File: src/source/rowdot_pkg.sv
package rowdot_pkg;

  // Matrix dimensions
  localparam int ROWS = 4;
  localparam int COLS = 4;

  // Data widths
  localparam int ELEM_WIDTH = 8;
  localparam int ACC_WIDTH  = 32;

  // Flat matrix address is row * COLS + column
  localparam int MAT_ADDR_WIDTH = $clog2(ROWS * COLS);

  // Row index, also the result memory address
  localparam int ROW_ADDR_WIDTH = $clog2(ROWS);

  // Sequencer states
  typedef enum logic [1:0] {
    IDLE   = 2'd0,
    READ   = 2'd1,
    DRAIN  = 2'd2,
    FINISH = 2'd3
  } seq_state_t;

endpackage
File: src/source/rowdot_top.sv
`timescale 1ns/10ps

module rowdot_top (
  input  wire logic                                clk,
  input  wire logic                                reset,

  // Matrix load, sel 0 is A and 1 is B
  input  wire logic                                load_en,
  input  wire logic                                load_sel,
  input  wire logic [rowdot_pkg::MAT_ADDR_WIDTH-1:0] load_addr,
  input  wire logic [rowdot_pkg::ELEM_WIDTH-1:0]     load_data,

  // Run control
  input  wire logic                                start,
  output logic                                     busy,
  output logic                                     done,

  // Result readback
  input  wire logic                                res_rd_en,
  input  wire logic [rowdot_pkg::ROW_ADDR_WIDTH-1:0] res_addr,
  output logic      [rowdot_pkg::ACC_WIDTH-1:0]      res_data
);

  import rowdot_pkg::*;

  logic                      a_we;
  logic                      b_we;
  logic                      rd_en;
  logic [MAT_ADDR_WIDTH-1:0] rd_addr;
  logic [ELEM_WIDTH-1:0]     a_data;
  logic [ELEM_WIDTH-1:0]     b_data;
  logic                      data_valid;
  logic                      first;
  logic                      last;
  logic [ROW_ADDR_WIDTH-1:0] row;
  logic [ACC_WIDTH-1:0]      sum;
  logic                      sum_valid;
  logic [ROW_ADDR_WIDTH-1:0] sum_row;

  assign a_we = load_en & ~load_sel;
  assign b_we = load_en & load_sel;

  dual_port_mem_d1 #(.WIDTH(ELEM_WIDTH), .SIZE(ROWS * COLS)) mem_a (
    .clk(clk), .reset(reset),
    .read_en(rd_en), .addr0_r(rd_addr), .read_data(a_data),
    .write_en(a_we), .write_data(load_data), .addr0_w(load_addr)
  );

  dual_port_mem_d1 #(.WIDTH(ELEM_WIDTH), .SIZE(ROWS * COLS)) mem_b (
    .clk(clk), .reset(reset),
    .read_en(rd_en), .addr0_r(rd_addr), .read_data(b_data),
    .write_en(b_we), .write_data(load_data), .addr0_w(load_addr)
  );

  rowdot_sequencer rowdot_sequencer_inst (
    .clk(clk), .reset(reset),
    .start(start), .busy(busy), .done(done),
    .rd_en(rd_en), .rd_addr(rd_addr),
    .data_valid(data_valid), .first(first), .last(last), .row(row),
    .sum_valid(sum_valid)
  );

  mac_unit mac_unit_inst (
    .clk(clk), .reset(reset),
    .a_data(a_data), .b_data(b_data),
    .data_valid(data_valid), .first(first), .last(last), .row(row),
    .sum(sum), .sum_valid(sum_valid), .sum_row(sum_row)
  );

  // Row sums land here, host reads them back
  dual_port_mem_d1 #(.WIDTH(ACC_WIDTH), .SIZE(ROWS)) mem_result (
    .clk(clk), .reset(reset),
    .read_en(res_rd_en), .addr0_r(res_addr), .read_data(res_data),
    .write_en(sum_valid), .write_data(sum), .addr0_w(sum_row)
  );

endmodule

File: src/source/mac_unit.sv
`timescale 1ns/10ps

module mac_unit (
  input  wire logic                                clk,
  input  wire logic                                reset,

  // Operand streams from the A and B memories
  input  wire logic [rowdot_pkg::ELEM_WIDTH-1:0]     a_data,
  input  wire logic [rowdot_pkg::ELEM_WIDTH-1:0]     b_data,

  // Beat tags from the sequencer
  input  wire logic                                data_valid,
  input  wire logic                                first,
  input  wire logic                                last,
  input  wire logic [rowdot_pkg::ROW_ADDR_WIDTH-1:0] row,

  // Result write
  output logic      [rowdot_pkg::ACC_WIDTH-1:0]      sum,
  output logic                                     sum_valid,
  output logic      [rowdot_pkg::ROW_ADDR_WIDTH-1:0] sum_row
);

  import rowdot_pkg::*;

  logic [2*ELEM_WIDTH-1:0] prod;
  logic [ACC_WIDTH-1:0]    prod_ext;
  logic [ACC_WIDTH-1:0]    acc;
  logic [ACC_WIDTH-1:0]    acc_next;

  assign prod     = a_data * b_data;
  assign prod_ext = ACC_WIDTH'(prod);

  // First beat of a row restarts the sum
  assign acc_next = first ? prod_ext : acc + prod_ext;

  always_ff @(posedge clk) begin
    if (data_valid) begin
      acc <= acc_next;
    end
  end

  always_ff @(posedge clk) begin
    if (reset) begin
      sum_valid <= 1'b0;
    end else begin
      sum_valid <= data_valid && last;
    end
  end

  // Completed sum and its row, held for the result write
  always_ff @(posedge clk) begin
    if (data_valid && last) begin
      sum     <= acc_next;
      sum_row <= row;
    end
  end

endmodule

File: src/source/rowdot_sequencer.sv
`timescale 1ns/10ps

module rowdot_sequencer (
  input  wire logic                                clk,
  input  wire logic                                reset,

  // Host control
  input  wire logic                                start,
  output logic                                     busy,
  output logic                                     done,

  // Paired reads to A and B
  output logic                                     rd_en,
  output logic      [rowdot_pkg::MAT_ADDR_WIDTH-1:0] rd_addr,

  // Beat tags, aligned with the returning read data
  output logic                                     data_valid,
  output logic                                     first,
  output logic                                     last,
  output logic      [rowdot_pkg::ROW_ADDR_WIDTH-1:0] row,

  // Completed row sums from the MAC unit
  input  wire logic                                sum_valid
);

  import rowdot_pkg::*;

  localparam int COL_WIDTH = MAT_ADDR_WIDTH - ROW_ADDR_WIDTH;

  seq_state_t state;
  seq_state_t state_next;

  logic [ROW_ADDR_WIDTH-1:0] rows_done;
  logic [COL_WIDTH-1:0]      col;
  logic                      addr_last;
  logic                      row_last;

  assign col       = rd_addr[COL_WIDTH-1:0];
  assign addr_last = (rd_addr == MAT_ADDR_WIDTH'(ROWS * COLS - 1));
  assign row_last  = (rows_done == ROW_ADDR_WIDTH'(ROWS - 1));

  assign rd_en = (state == READ);
  assign busy  = (state != IDLE);
  assign done  = (state == FINISH);

  always_comb begin
    state_next = state;
    case (state)
      IDLE: begin
        if (start) begin
          state_next = READ;
        end
      end
      READ: begin
        if (addr_last) begin
          state_next = DRAIN;
        end
      end
      // Wait for the last row sum to be written
      DRAIN: begin
        if (sum_valid && row_last) begin
          state_next = FINISH;
        end
      end
      FINISH: begin
        state_next = IDLE;
      end
      default: begin
        state_next = IDLE;
      end
    endcase
  end

  always_ff @(posedge clk) begin
    if (reset) begin
      state <= IDLE;
    end else begin
      state <= state_next;
    end
  end

  // Flat read address and finished-row count
  always_ff @(posedge clk) begin
    if (reset) begin
      rd_addr   <= '0;
      rows_done <= '0;
    end else if (state == IDLE) begin
      rd_addr   <= '0;
      rows_done <= '0;
    end else begin
      if (rd_en) begin
        rd_addr <= rd_addr + 1'b1;
      end
      if (sum_valid) begin
        rows_done <= rows_done + 1'b1;
      end
    end
  end

  // Tags delayed by the memory read latency
  always_ff @(posedge clk) begin
    if (reset) begin
      data_valid <= 1'b0;
    end else begin
      data_valid <= rd_en;
    end
  end

  always_ff @(posedge clk) begin
    first <= (col == '0);
    last  <= (col == COL_WIDTH'(COLS - 1));
    row   <= rd_addr[MAT_ADDR_WIDTH-1 -: ROW_ADDR_WIDTH];
  end

endmodule

File: src/source/dual_port_mem_d1.sv
`timescale 1ns/10ps

module dual_port_mem_d1 #(
  parameter int WIDTH = 32,
  parameter int SIZE  = 16
) (
  input  wire logic                    clk,
  input  wire logic                    reset,

  // Read port, one cycle latency
  input  wire logic                    read_en,
  input  wire logic [$clog2(SIZE)-1:0] addr0_r,
  output logic      [WIDTH-1:0]        read_data,

  // Write port
  input  wire logic                    write_en,
  input  wire logic [WIDTH-1:0]        write_data,
  input  wire logic [$clog2(SIZE)-1:0] addr0_w
);

  logic [WIDTH-1:0] mem [SIZE];
  logic [WIDTH-1:0] read_out;

  assign read_data = read_out;

  // Holds last value when read_en is low
  always_ff @(posedge clk) begin
    if (reset) begin
      read_out <= '0;
    end else if (read_en) begin
      read_out <= mem[addr0_r];
    end
  end

  // Same-address read in this cycle sees the old word
  always_ff @(posedge clk) begin
    if (!reset && write_en) begin
      mem[addr0_w] <= write_data;
    end
  end

endmodule

File: config.mk
export PLATFORM = sky130hd
export DESIGN_NAME = rowdot_top
export DESIGN_NICKNAME = d
export VERILOG_FILES = /design/src/source/rowdot_pkg.sv /design/src/source/rowdot_top.sv /design/src/source/mac_unit.sv /design/src/source/rowdot_sequencer.sv /design/src/source/dual_port_mem_d1.sv
export SDC_FILE = /design/constraint.sdc
export NUM_CORES = 1
export LEC_CHECK = 0
export BUFFER_PORTS_ARGS = -buffer_cell sky130_fd_sc_hd__buf_2
export CAP_MARGIN = 5
export CORE_MARGIN = 2
export CORE_UTILIZATION = 35
export DETAILED_ROUTE_END_ITERATION = 12
export GPL_TIMING_DRIVEN = 0
export SLEW_MARGIN = 20
export SYNTH_ARGS = -nofsm -noshare
export SYNTH_HDL_FRONTEND = slang
export SYNTH_SLANG_ARGS = --single-unit
File: constraint.sdc
create_clock -name clk -period 6.65 [get_ports clk]
set_clock_uncertainty 0.2 [all_clocks]
set_input_delay 0.665 -clock clk [delete_from_list [all_inputs] [get_ports clk]]
set_output_delay 0.665 -clock clk [all_outputs]
set_load 0.01 [all_outputs]
# Word-level counts from Yosys, hierarchy flattened
# Memories as Yosys holds them, arrays and structs flattened. A register that Yosys moved wholly into a read port is not among the register bits.
# Cells that the tools add are included.
dict set report totals {
  memories 3
  mem_bits_rw 384
  in_bits 20
  out_inout_bits 34
  regBits 80
}
# name depth word_bits read_ports rd_clocked_by_memory_dff wr line_no
set memory_table {}
lappend memory_table {mem_a.mem 16 8 1 1 1 dual_port_mem_d1.sv:21} ;# logic [WIDTH-1:0] mem [SIZE];
lappend memory_table {mem_b.mem 16 8 1 1 1 dual_port_mem_d1.sv:21}
lappend memory_table {mem_result.mem 4 32 1 1 1 dual_port_mem_d1.sv:21}
dict set report op_classes {
  n_reduce_logical 11
  bitwise_logic 3
  n_mux 11
  n_eq_ne 9
  n_mul 1
  add_sub_neg 3
}
# cell n
set ops {}
lappend ops {{32-bit by 16-bit adder with 32-bit output} 1}
lappend ops {{32-bit 2-to-1 mux} 1}
lappend ops {{8-bit by 8-bit multiplier with 16-bit output} 1}
lappend ops {{2-bit == test, second input constant} 4}
lappend ops {{2-bit one-hot mux with 4 select lines} 1}
lappend ops {{1-bit 2-to-1 mux} 6}
lappend ops {{2-bit 2-to-1 mux} 3}
lappend ops {{1-bit logical AND} 5}
lappend ops {{4-bit by 1-bit adder with 4-bit output, second input constant} 1}
lappend ops {{4-bit == test, second input constant} 1}
lappend ops {{2-bit zero test} 2}
lappend ops {{2-bit by 1-bit != test with 1-bit output, second input constant} 2}
lappend ops {{3-bit AND reduction} 1}
lappend ops {{2-bit by 1-bit adder with 2-bit output, second input constant} 1}
lappend ops {{1-bit AND} 2}
lappend ops {{2-bit by 1-bit == test with 1-bit output, second input constant} 1}
lappend ops {{2-bit != test, second input constant} 1}
lappend ops {{2-bit nonzero test} 1}
lappend ops {{2-bit OR reduction} 1}
lappend ops {{1-bit zero test} 1}
lappend ops {{1-bit NOT} 1}

# Logic depth before layout (Yosys ltp)
# Gate-level depths: netlist of the first run.
dict set report logic_depth {
  ltp_word 5
  depth_mapped 23
}

# Cells and area by module
# Synthesis of the first run repeated with hierarchy kept, for this count alone.
dict set report hier_totals {
  hier_cells 1553
  area_unflattened_um2 23042.1
}
# module seq_area_each_um2 area_per_inst_um2 cells_per_inst instances
set modules_own_cells {}
lappend modules_own_cells {{dual_port_mem_d1 (mem_a ...)} 4003.8 5352.6 318 2}
lappend modules_own_cells {{dual_port_mem_d1 (mem_result)} 4484.3 6059.6 315 1}
lappend modules_own_cells {mac_unit 2001.9 5724.2 548 1}
lappend modules_own_cells {rowdot_sequencer 260.2 536.8 52 1}
lappend modules_own_cells {rowdot_top 0.0 16.3 2 1}

# Worst setup path before layout of the first run
# No wires, ideal clock.
dict set report synth_path {
  kind {register to register}
  from {register mem_a.read_out[1] (netlist: mem_a.read_data[1]) (read register of mem_a.mem)}
  to {register mac_unit_inst.acc[30], data pin}
  arrival_ns 5.221
  stages_incl_launch_ff 22
  required_ns 6.182
  synth_period_minus_slack_ns 5.690
  setup_slack_ns 0.960
  path_cell_list {dfxtp_1 -> and2_1 -> fa_1 -> fa_1 -> inv_1 -> fa_1 -> fa_1 -> inv_1 -> ha_1 -> o21a_1 -> a21oi_1 -> o21ai_0 -> a31oi_1 -> xnor2_1 -> ha_1 -> buf_2 -> nand2_1 -> or3_1 -> a211oi_1 -> o21bai_1 -> xnor2_1 -> nor2b_1}
}
dict set report synth_between {
  elab_chain_cells 3
}
# item line_no
set synth_lines {}
lappend synth_lines {{start: declaration} dual_port_mem_d1.sv:22} ;# logic [WIDTH-1:0] read_out;
lappend synth_lines {{8-bit by 8-bit multiplier with 16-bit output} mac_unit.sv:30} ;# assign prod = a_data * b_data;
lappend synth_lines {{32-bit by 16-bit adder with 32-bit output} mac_unit.sv:34} ;# assign acc_next = first ? prod_ext : acc + prod_ext;
lappend synth_lines {{32-bit 2-to-1 mux} mac_unit.sv:34}
lappend synth_lines {{named net mac_unit_inst.acc_next[30]} mac_unit.sv:28} ;# logic [ACC_WIDTH-1:0] acc_next;
lappend synth_lines {{end signal: assignment} mac_unit.sv:38} ;# acc <= acc_next;
lappend synth_lines {{end: declaration} mac_unit.sv:27} ;# logic [ACC_WIDTH-1:0] acc;
# The timed path passes the listed nets, and every way through them passes these cells.
# A chain may end at the register's enable or synchronous reset.

# Final worst setup path of the first run
dict set report layout_path {
  from {register mem_b.read_out[5] (netlist: mem_b.read_data[5]) (read register of mem_b.mem)}
  to {register mac_unit_inst.sum[26] (netlist bit), data pin}
}
dict set report layout_between {
  elab_chain_cells 3
}
# item line_no
set layout_lines {}
lappend layout_lines {{start: declaration} dual_port_mem_d1.sv:22}
lappend layout_lines {{8-bit by 8-bit multiplier with 16-bit output} mac_unit.sv:30}
lappend layout_lines {{32-bit by 16-bit adder with 32-bit output} mac_unit.sv:34}
lappend layout_lines {{32-bit 2-to-1 mux} mac_unit.sv:34}
lappend layout_lines {{named net mac_unit_inst.acc_next[26]} mac_unit.sv:28}
lappend layout_lines {{end signal: assignment} mac_unit.sv:53} ;# sum <= acc_next;
lappend layout_lines {{end: declaration} mac_unit.sv:18} ;# output logic [rowdot_pkg::ACC_WIDTH-1:0] sum,
# The timed path passes the listed nets, and every way through them passes these cells.

==> results_dict.tcl, run 1 <==
set metrics [dict create \
    cts_setup_buffers 0 \
    ys_types 55 \
    start_util_pct 35.4 \
    clk_path_buf_depth 3 \
    fp.dieW_um 257 \
    ys.flop_type "edfxtp_1" \
    min_period_over_period_pct 94.3 \
    grt.busiest_layer "met2" \
    ir_drop_mv 0.222 \
    synth_area_mm2 0.0223 \
    crit_fanout 9 \
    met2_usage_pct 23.1 \
    r2r-start "mem_b.read_data[5]" \
    p_per_area_mw_per_mm2 296 \
    crit_end "mac_unit_inst.sum[26]" \
    syn_nets 1461 \
    yosysSeqAreaShare_pct 66.1 \
    final_util_pct 40.7 \
    final_nets 1571 \
    worst_hold_slack_ns 0.150 \
    cts_tree "yes" \
    fin_ws_ns 0.377 \
    vias_per_cell 4.95 \
    vias 11587 \
    drt_wl_total_um 44700 \
    hold_class "register to register" \
    final_area_mm2 0.0257 \
    r2r_end "mac_unit_inst.sum[26]" \
    async_reset_ff_share_pct 0 \
    drt_iter0_markers 785 \
    htreeDepth 2 \
    final_layout_size_suffix_gt1_share_pct 21.0 \
    p_leak_nw 8.97 \
    max_freq_ghz 0.159 \
    finalSetupViolCount 0 \
    ys_seq_elements 512 \
    power.total_mw 7.61 \
    start_kind "register" \
    maxSlewViolCount 0 \
    wire_per_inst_um 19.1 \
    clock_latency_ns 0.61 \
    routabilityCongestion 0.834 \
    status "completed" \
    antenna_found_initial 0 \
    placementRows 92 \
    r2r_cells 21 \
    core_mm2 0.0631 \
    r2r_slack_ns 0.38 \
    synthCells 1343 \
    ioPinCount 54 \
    end_kind "register" \
    path_common_cell "fa_1" \
    clockRootBuffer "clkbuf_16" \
    tightest_slew_ns 1.06 \
    numCtsBuffers 51 \
    dpl.cell_count 2246 \
    timing.slew.headroom_pct 29.1 \
    max_cap_violations 0 \
    die-area_mm2 0.0658 \
    fin_crit_ns 6.27 \
    fin_cells 2342 \
    crit_chain "nand2_1, fa_1, fa_1, inv_1, fa_1, inv_1, fa_1, inv_1, ha_1, o21ai_0, o21bai_2, o21ai_0, a31oi_1, xnor2_1, ha_1, nand2_1, or3_1, a211oi_4, o21ai_0, xor2_1, nor2_1" \
    arrival_ns 6.39 \
    grt_max_degree 33 \
    area.growth.synth_to_final_pct 15.1 \
    worstPathRequired_ns 6.76 \
    die_height_um 257 \
    grt_util_met3_pct 2.31 \
    io_buffers 47 \
    dpl_cell_area_mm2 0.0238 \
    fin_setup_tns_ns 0 \
    cts.sinks 512 \
    hold_violations 0 \
    syn_avg_cell_area_um2 16.6 \
    postRouteAntennaNets 0 \
    grt_use_met1_pct 18.3 \
    dpl.hpwl_um 30100 \
    route.detailed.drc 0 \
    dp_slack_ns -0.0903 \
    slowest_delay_ns 0.52 \
    yosys_warnings 0 \
    clk_pin_slew_ns 0.07 \
    grt_pass1_vias 11913 \
    drt_first_pass_iters 6 \
    slowest_stage "fa_1" \
    grt_first_pass_wirelength_um 70100 \
    synth-edff-count 450 \
    crit_type "register to register" \
    rsz0062_at_grt "false" \
    overflow 0 \
    crit_path_start "mem_b.read_data[5]" \
    grt_util_all_layers_pct 13.7 \
    diodes 0 \
]
## cells in the mapped netlist, drive strengths merged (2+ instances only)
cell	instances	area (um^2)
and3	5	31.3
o211ai	4	30.0
xnor2	18	158
mux2	7	78.8
o21ai	30	154
inv	63	236
nand3b	2	15.0
o21a	5	37.5
xor2	14	123
mux4	112	2530
nand2b	10	62.6
ha	61	763
a21o	8	60.1
a2111oi	2	17.5
nor3b	3	22.5
a211oi	8	65.1
nand2	56	210
mux2i	52	521
a31o	3	26.3
nor2b	9	56.3
o21bai	5	37.5
nand3	12	60.1
nor3	15	75.1
edfxtp	450	13500
a21oi	33	165
nor4	6	37.5
a31oi	3	18.8
and2	56	350
a211o	4	35.0
nand4	7	43.8
and3b	2	17.5
o31ai	2	15.0
or3	4	25.0
fa	37	741
clkbuf	28	105
dfxtp	62	1240
a22oi	2	15.0
a21boi	2	15.0
buf	25	153
nor2	108	405
## cell usage in the layout (no fill, tap or decap), types with 9 or more instances in the layout
| cell | instances |
|---|---|
| dfxtp_1 | 52 |
| mux4_2 | 111 |
| nand3_1 | 12 |
| buf_2 | 58 |
| xnor2_1 | 18 |
| fa_1 | 37 |
| o21ai_0 | 27 |
| inv_1 | 63 |
| nand2_1 | 56 |
| nand2b_1 | 10 |
| clkinv_2 | 11 |
| nor2b_1 | 9 |
| xor2_1 | 14 |
| buf_1 | 9 |
| edfxtp_1 | 450 |
| ha_1 | 61 |
| mux2i_1 | 52 |
| clkbuf_1 | 31 |
| and2_1 | 55 |
| clkbuf_16 | 53 |
| dfxtp_2 | 10 |
| a21oi_1 | 32 |
| nor2_1 | 106 |
## report_power, final
part	switching [mW]	internal, mW	total, mW	leakage [nW]
Clock	1.26	1.81	3.07	0.881
Combinational	0.483	0.363	0.845	3.51
Sequential	0.0987	3.59	3.69	4.58
## registers in the layout, indices dropped and copies added (netlist names)
name	flops
rowdot_sequencer_inst.last	1
rowdot_sequencer_inst.state	2
mem_a.read_data	8
mac_unit_inst.sum_row	2
mem_result.mem	128
rowdot_sequencer_inst.rd_addr	4
mem_a.mem	128
mem_b.read_data	8
mac_unit_inst.sum_valid	1
rowdot_sequencer_inst.rows_done	2
mac_unit_inst.sum	32
mem_result.read_data	32
rowdot_sequencer_inst.data_valid	1
mem_b.mem	128
rowdot_sequencer_inst.first	1
rowdot_sequencer_inst.row	2
mac_unit_inst.acc	32
## layer usage
metal	part of all wire (%)	up-vias	routed length, um
met3	5.2	72	2300
met5	0	-	0
met2	49	280	21900
li1	-	5362	-
met4	2.1	0	924
met1	44	5873	19600
## critical path: cells and delay by family, from the launching register on
kind                     cells  cell delay, ns
AO/OA/AOI/OAI                6            1.25
AND/OR/NAND/NOR              4            0.79
flip-flops                   1            0.51
adder cells (fa/ha/maj)      6            2.71
XOR/XNOR                     2            0.37
buffers and inverters        3            0.14
## area by class of cell
type                       instances  area (um^2)
sequential                       512        14800
multi-input combinational        715         7170
clock inverter                    37          453
clock buffer                      59         1370
fill                            5791        37400
tap                              846         1060
timing repair buffer              57          380
inverter                          63          236
buffer                            53          258
## kinds of logic (layout without fill, tap and decap cells)
kind of cell               after synthesis  in the layout  share of synthesized area, %
DFF                                    512            512                          66.1
and+or+nand+nor                        297            297                          6.39
muxes                                  171            171                          14.0
AOI/OAI and AO/OA                      117            117                          3.35
buffers and inverters                  116            269                          2.21
adders and majority gates               98             98                          6.73
xor gates and xnor gates                32             32                          1.25
## worst min path at each step
stage,startpoint,to,slack (ns),cells past startpoint
global placement,rowdot_sequencer_inst.rd_addr[2],rowdot_sequencer_inst.row[0],0.15,0
detailed placement,rowdot_sequencer_inst.rd_addr[3],rowdot_sequencer_inst.row[1],0.15,0
global route,rowdot_sequencer_inst.rd_addr[2],rowdot_sequencer_inst.row[0],0.17,0
finish,rowdot_sequencer_inst.rd_addr[2],rowdot_sequencer_inst.row[0],0.15,0
floorplan,rowdot_sequencer_inst.rd_addr[3],rowdot_sequencer_inst.row[1],0.13,0
CTS,rowdot_sequencer_inst.rd_addr[2],rowdot_sequencer_inst.row[0],0.16,0
## timing repair
action                     CTS  global route
resized for setup            1            15
setup endpoints to repair    8            16
pin swaps                    0             2
hold buffers                 0             0
(Power assumes the default switching activity.)
==> inputs of run 2 (changes only) <==
--- a/config.mk
+++ b/config.mk
@@ -8,9 +8,10 @@
 export BUFFER_PORTS_ARGS = -buffer_cell sky130_fd_sc_hd__buf_2
 export CAP_MARGIN = 5
 export CORE_MARGIN = 2
-export CORE_UTILIZATION = 35
+export CORE_UTILIZATION = 40
 export DETAILED_ROUTE_END_ITERATION = 12
 export GPL_TIMING_DRIVEN = 0
+export SKIP_LAST_GASP = 1
 export SLEW_MARGIN = 20
 export SYNTH_ARGS = -nofsm -noshare
 export SYNTH_HDL_FRONTEND = slang
==> run 2 against run 1 <==
Net effect: worst hold slack better by 0.0078 ns; sequential power is essentially flat; count of clock-buffer cells in the layout increased by 11; worst setup slack gained 0.011 ns; total power down 3.8%; combinational power about the same; global-route usage rose by 2.1 points; first-iteration DRC count shrank 9.9%; sequential cell count unchanged; highest routed layer unchanged.
==> results_dict.tcl, run 2 (same netlist as run 1, synthesis figures left out) <==
set metrics [dict create \
    start_kind "register" \
    clock_latency_ns 0.60 \
    timing.slew.headroom_pct 26.6 \
    status "completed" \
    crit_path_start "mem_a.read_data[1]" \
    htreeDepth 2 \
    grt_max_degree 33 \
    hold_class "register to register" \
    area.growth.synth_to_final_pct 13.7 \
    arrival_ns 6.40 \
    final_layout_size_suffix_gt1_share_pct 19.3 \
    antenna_found_initial 0 \
    cts.sinks 512 \
    r2r_slack_ns 0.39 \
    dpl.hpwl_um 30300 \
    drt_wl_total_um 44300 \
    grt_pass1_vias 11867 \
    min_period_over_period_pct 94.2 \
    p_per_area_mw_per_mm2 288 \
    die-area_mm2 0.0577 \
    clk_path_buf_depth 3 \
    whs_path_depth 0 \
    core_mm2 0.0552 \
    wire_per_inst_um 19.8 \
    max_freq_ghz 0.160 \
    r2r_cells 21 \
    reg_top3 "mem_a.mem: 128 flops, mem_b.mem: 128 flops, mem_result.mem: 128 flops" \
    clk_pin_slew_ns 0.06 \
    cts_setup_buffers 0 \
    cts_tree "yes" \
    tightest_slew_ns 1.10 \
    routabilityCongestion 0.841 \
    mostFrequentLayoutCells "450 x edfxtp_1, 111 x mux4_2, 106 x nor2_1" \
    start_util_pct 40.5 \
    overflow 0 \
    ctsHoldBuffers 0 \
    r2r_end "mac_unit_inst.sum[21]" \
    drt_first_pass_iters 4 \
    clockRootBuffer "clkbuf_16" \
    rsz0062_at_grt "false" \
    route.detailed.drc 0 \
    maxSlewViolCount 0 \
    crit_fanout 9 \
    worstPathRequired_ns 6.79 \
    dpl.cell_count 2149 \
    ir_drop_mv 0.228 \
    crit_type "register to register" \
    min_to "rowdot_sequencer_inst.row[0]" \
    fp.dieW_um 240 \
    r2r-start "mem_a.read_data[1]" \
    fin_crit_ns 6.26 \
    io_buffers 47 \
    hold_violations 0 \
    end_kind "register" \
    numCtsBuffers 52 \
    vias 11584 \
    final_nets 1573 \
    die_height_um 240 \
    grt_util_all_layers_pct 15.8 \
    placementRows 86 \
    diodes 0 \
    worst_hold_slack_ns 0.158 \
    drt_iter0_markers 707 \
    min_from "rowdot_sequencer_inst.rd_addr[2]" \
    p_leak_nw 8.90 \
    final_common_cell "edfxtp_1" \
    fin_cells 2244 \
    postRouteAntennaNets 0 \
    max_cap_violations 0 \
    ioPinCount 54 \
    grt_first_pass_wirelength_um 68800 \
    finalSetupViolCount 0 \
    vias_per_cell 5.16 \
]
-- run 2: metrics by stage --
stage	TNS (ns)	util (%)	area [um^2]	worst slack [ns]	power [mW]
floorplan	0	-	22300	0.960	4.34
global route	0	46.0	25400	0.0135	7.64
CTS	0	46.0	25400	0.207	7.40
global placement	-3.64	42.6	23500	-0.111	4.58
finish	0	46.0	25400	0.388	7.32
detailed placement	-0.476	43.0	23700	-0.0922	4.61
-- run 2: repair_timing --
item                                    CTS  global route
gates resized for setup                   1             6
pin swaps                                 0             0
endpoints found under the setup margin    8            14
gates cloned                              0             0
-- run 2: layer usage --
metal  GRT usage, %  routed length, um
met5              0                  0
met4           5.29               1150
met3           2.62               2080
met2           26.7              21900
met1           20.7              19200
-- run 2: layout make-up --
| type | instances | area (um^2) |
|---|---|---|
| well taps | 748 | 936 |
| clock buffers | 70 | 1430 |
| clock inverters | 25 | 209 |
| inverters | 63 | 236 |
| multi-input cells | 715 | 7170 |
| flip-flops and latches | 512 | 14800 |
| fillers | 4743 | 29800 |
| plain buffers | 53 | 259 |
| repair buffers | 58 | 410 |
-- run 2: how the worst max path moves through the flow --
stage	to	slack [ns]	depth (start not counted)
after floorplan	mac_unit_inst.acc[30]	0.96	21
after global placement	mem_result.mem[0][2]	-0.11	4
after detailed placement	mac_unit_inst.sum[22]	-0.09	21
after CTS	mac_unit_inst.acc[22]	0.21	21
after global routing	mac_unit_inst.acc[22]	0.01	21
final	mac_unit_inst.sum[21]	0.39	21
-- run 2: where the power goes --
group	switching, mW	total [mW]	leakage [nW]	internal [mW]
Clock	1.20	2.79	0.798	1.59
Combinational	0.481	0.842	3.52	0.361
Sequential	0.0986	3.69	4.58	3.59
Total	1.78	7.32	8.90	5.54
-- run 2: critical path, stage by stage, from the launching register on --
cell     delay [ns]
dfxtp_1        0.41
and2_1         0.23
fa_1           0.45
fa_1           0.54
inv_1          0.05
fa_1           0.46
fa_1           0.54
inv_1          0.04
ha_1           0.33
o21a_1         0.15
a21oi_1        0.21
o21ai_1        0.16
a31oi_1        0.26
xnor2_1        0.12
ha_1           0.28
buf_2          0.19
nand4_1        0.14
nor3_1         0.20
inv_1          0.07
o21ai_2        0.40
nor2b_1        0.20
mux2_2         0.37
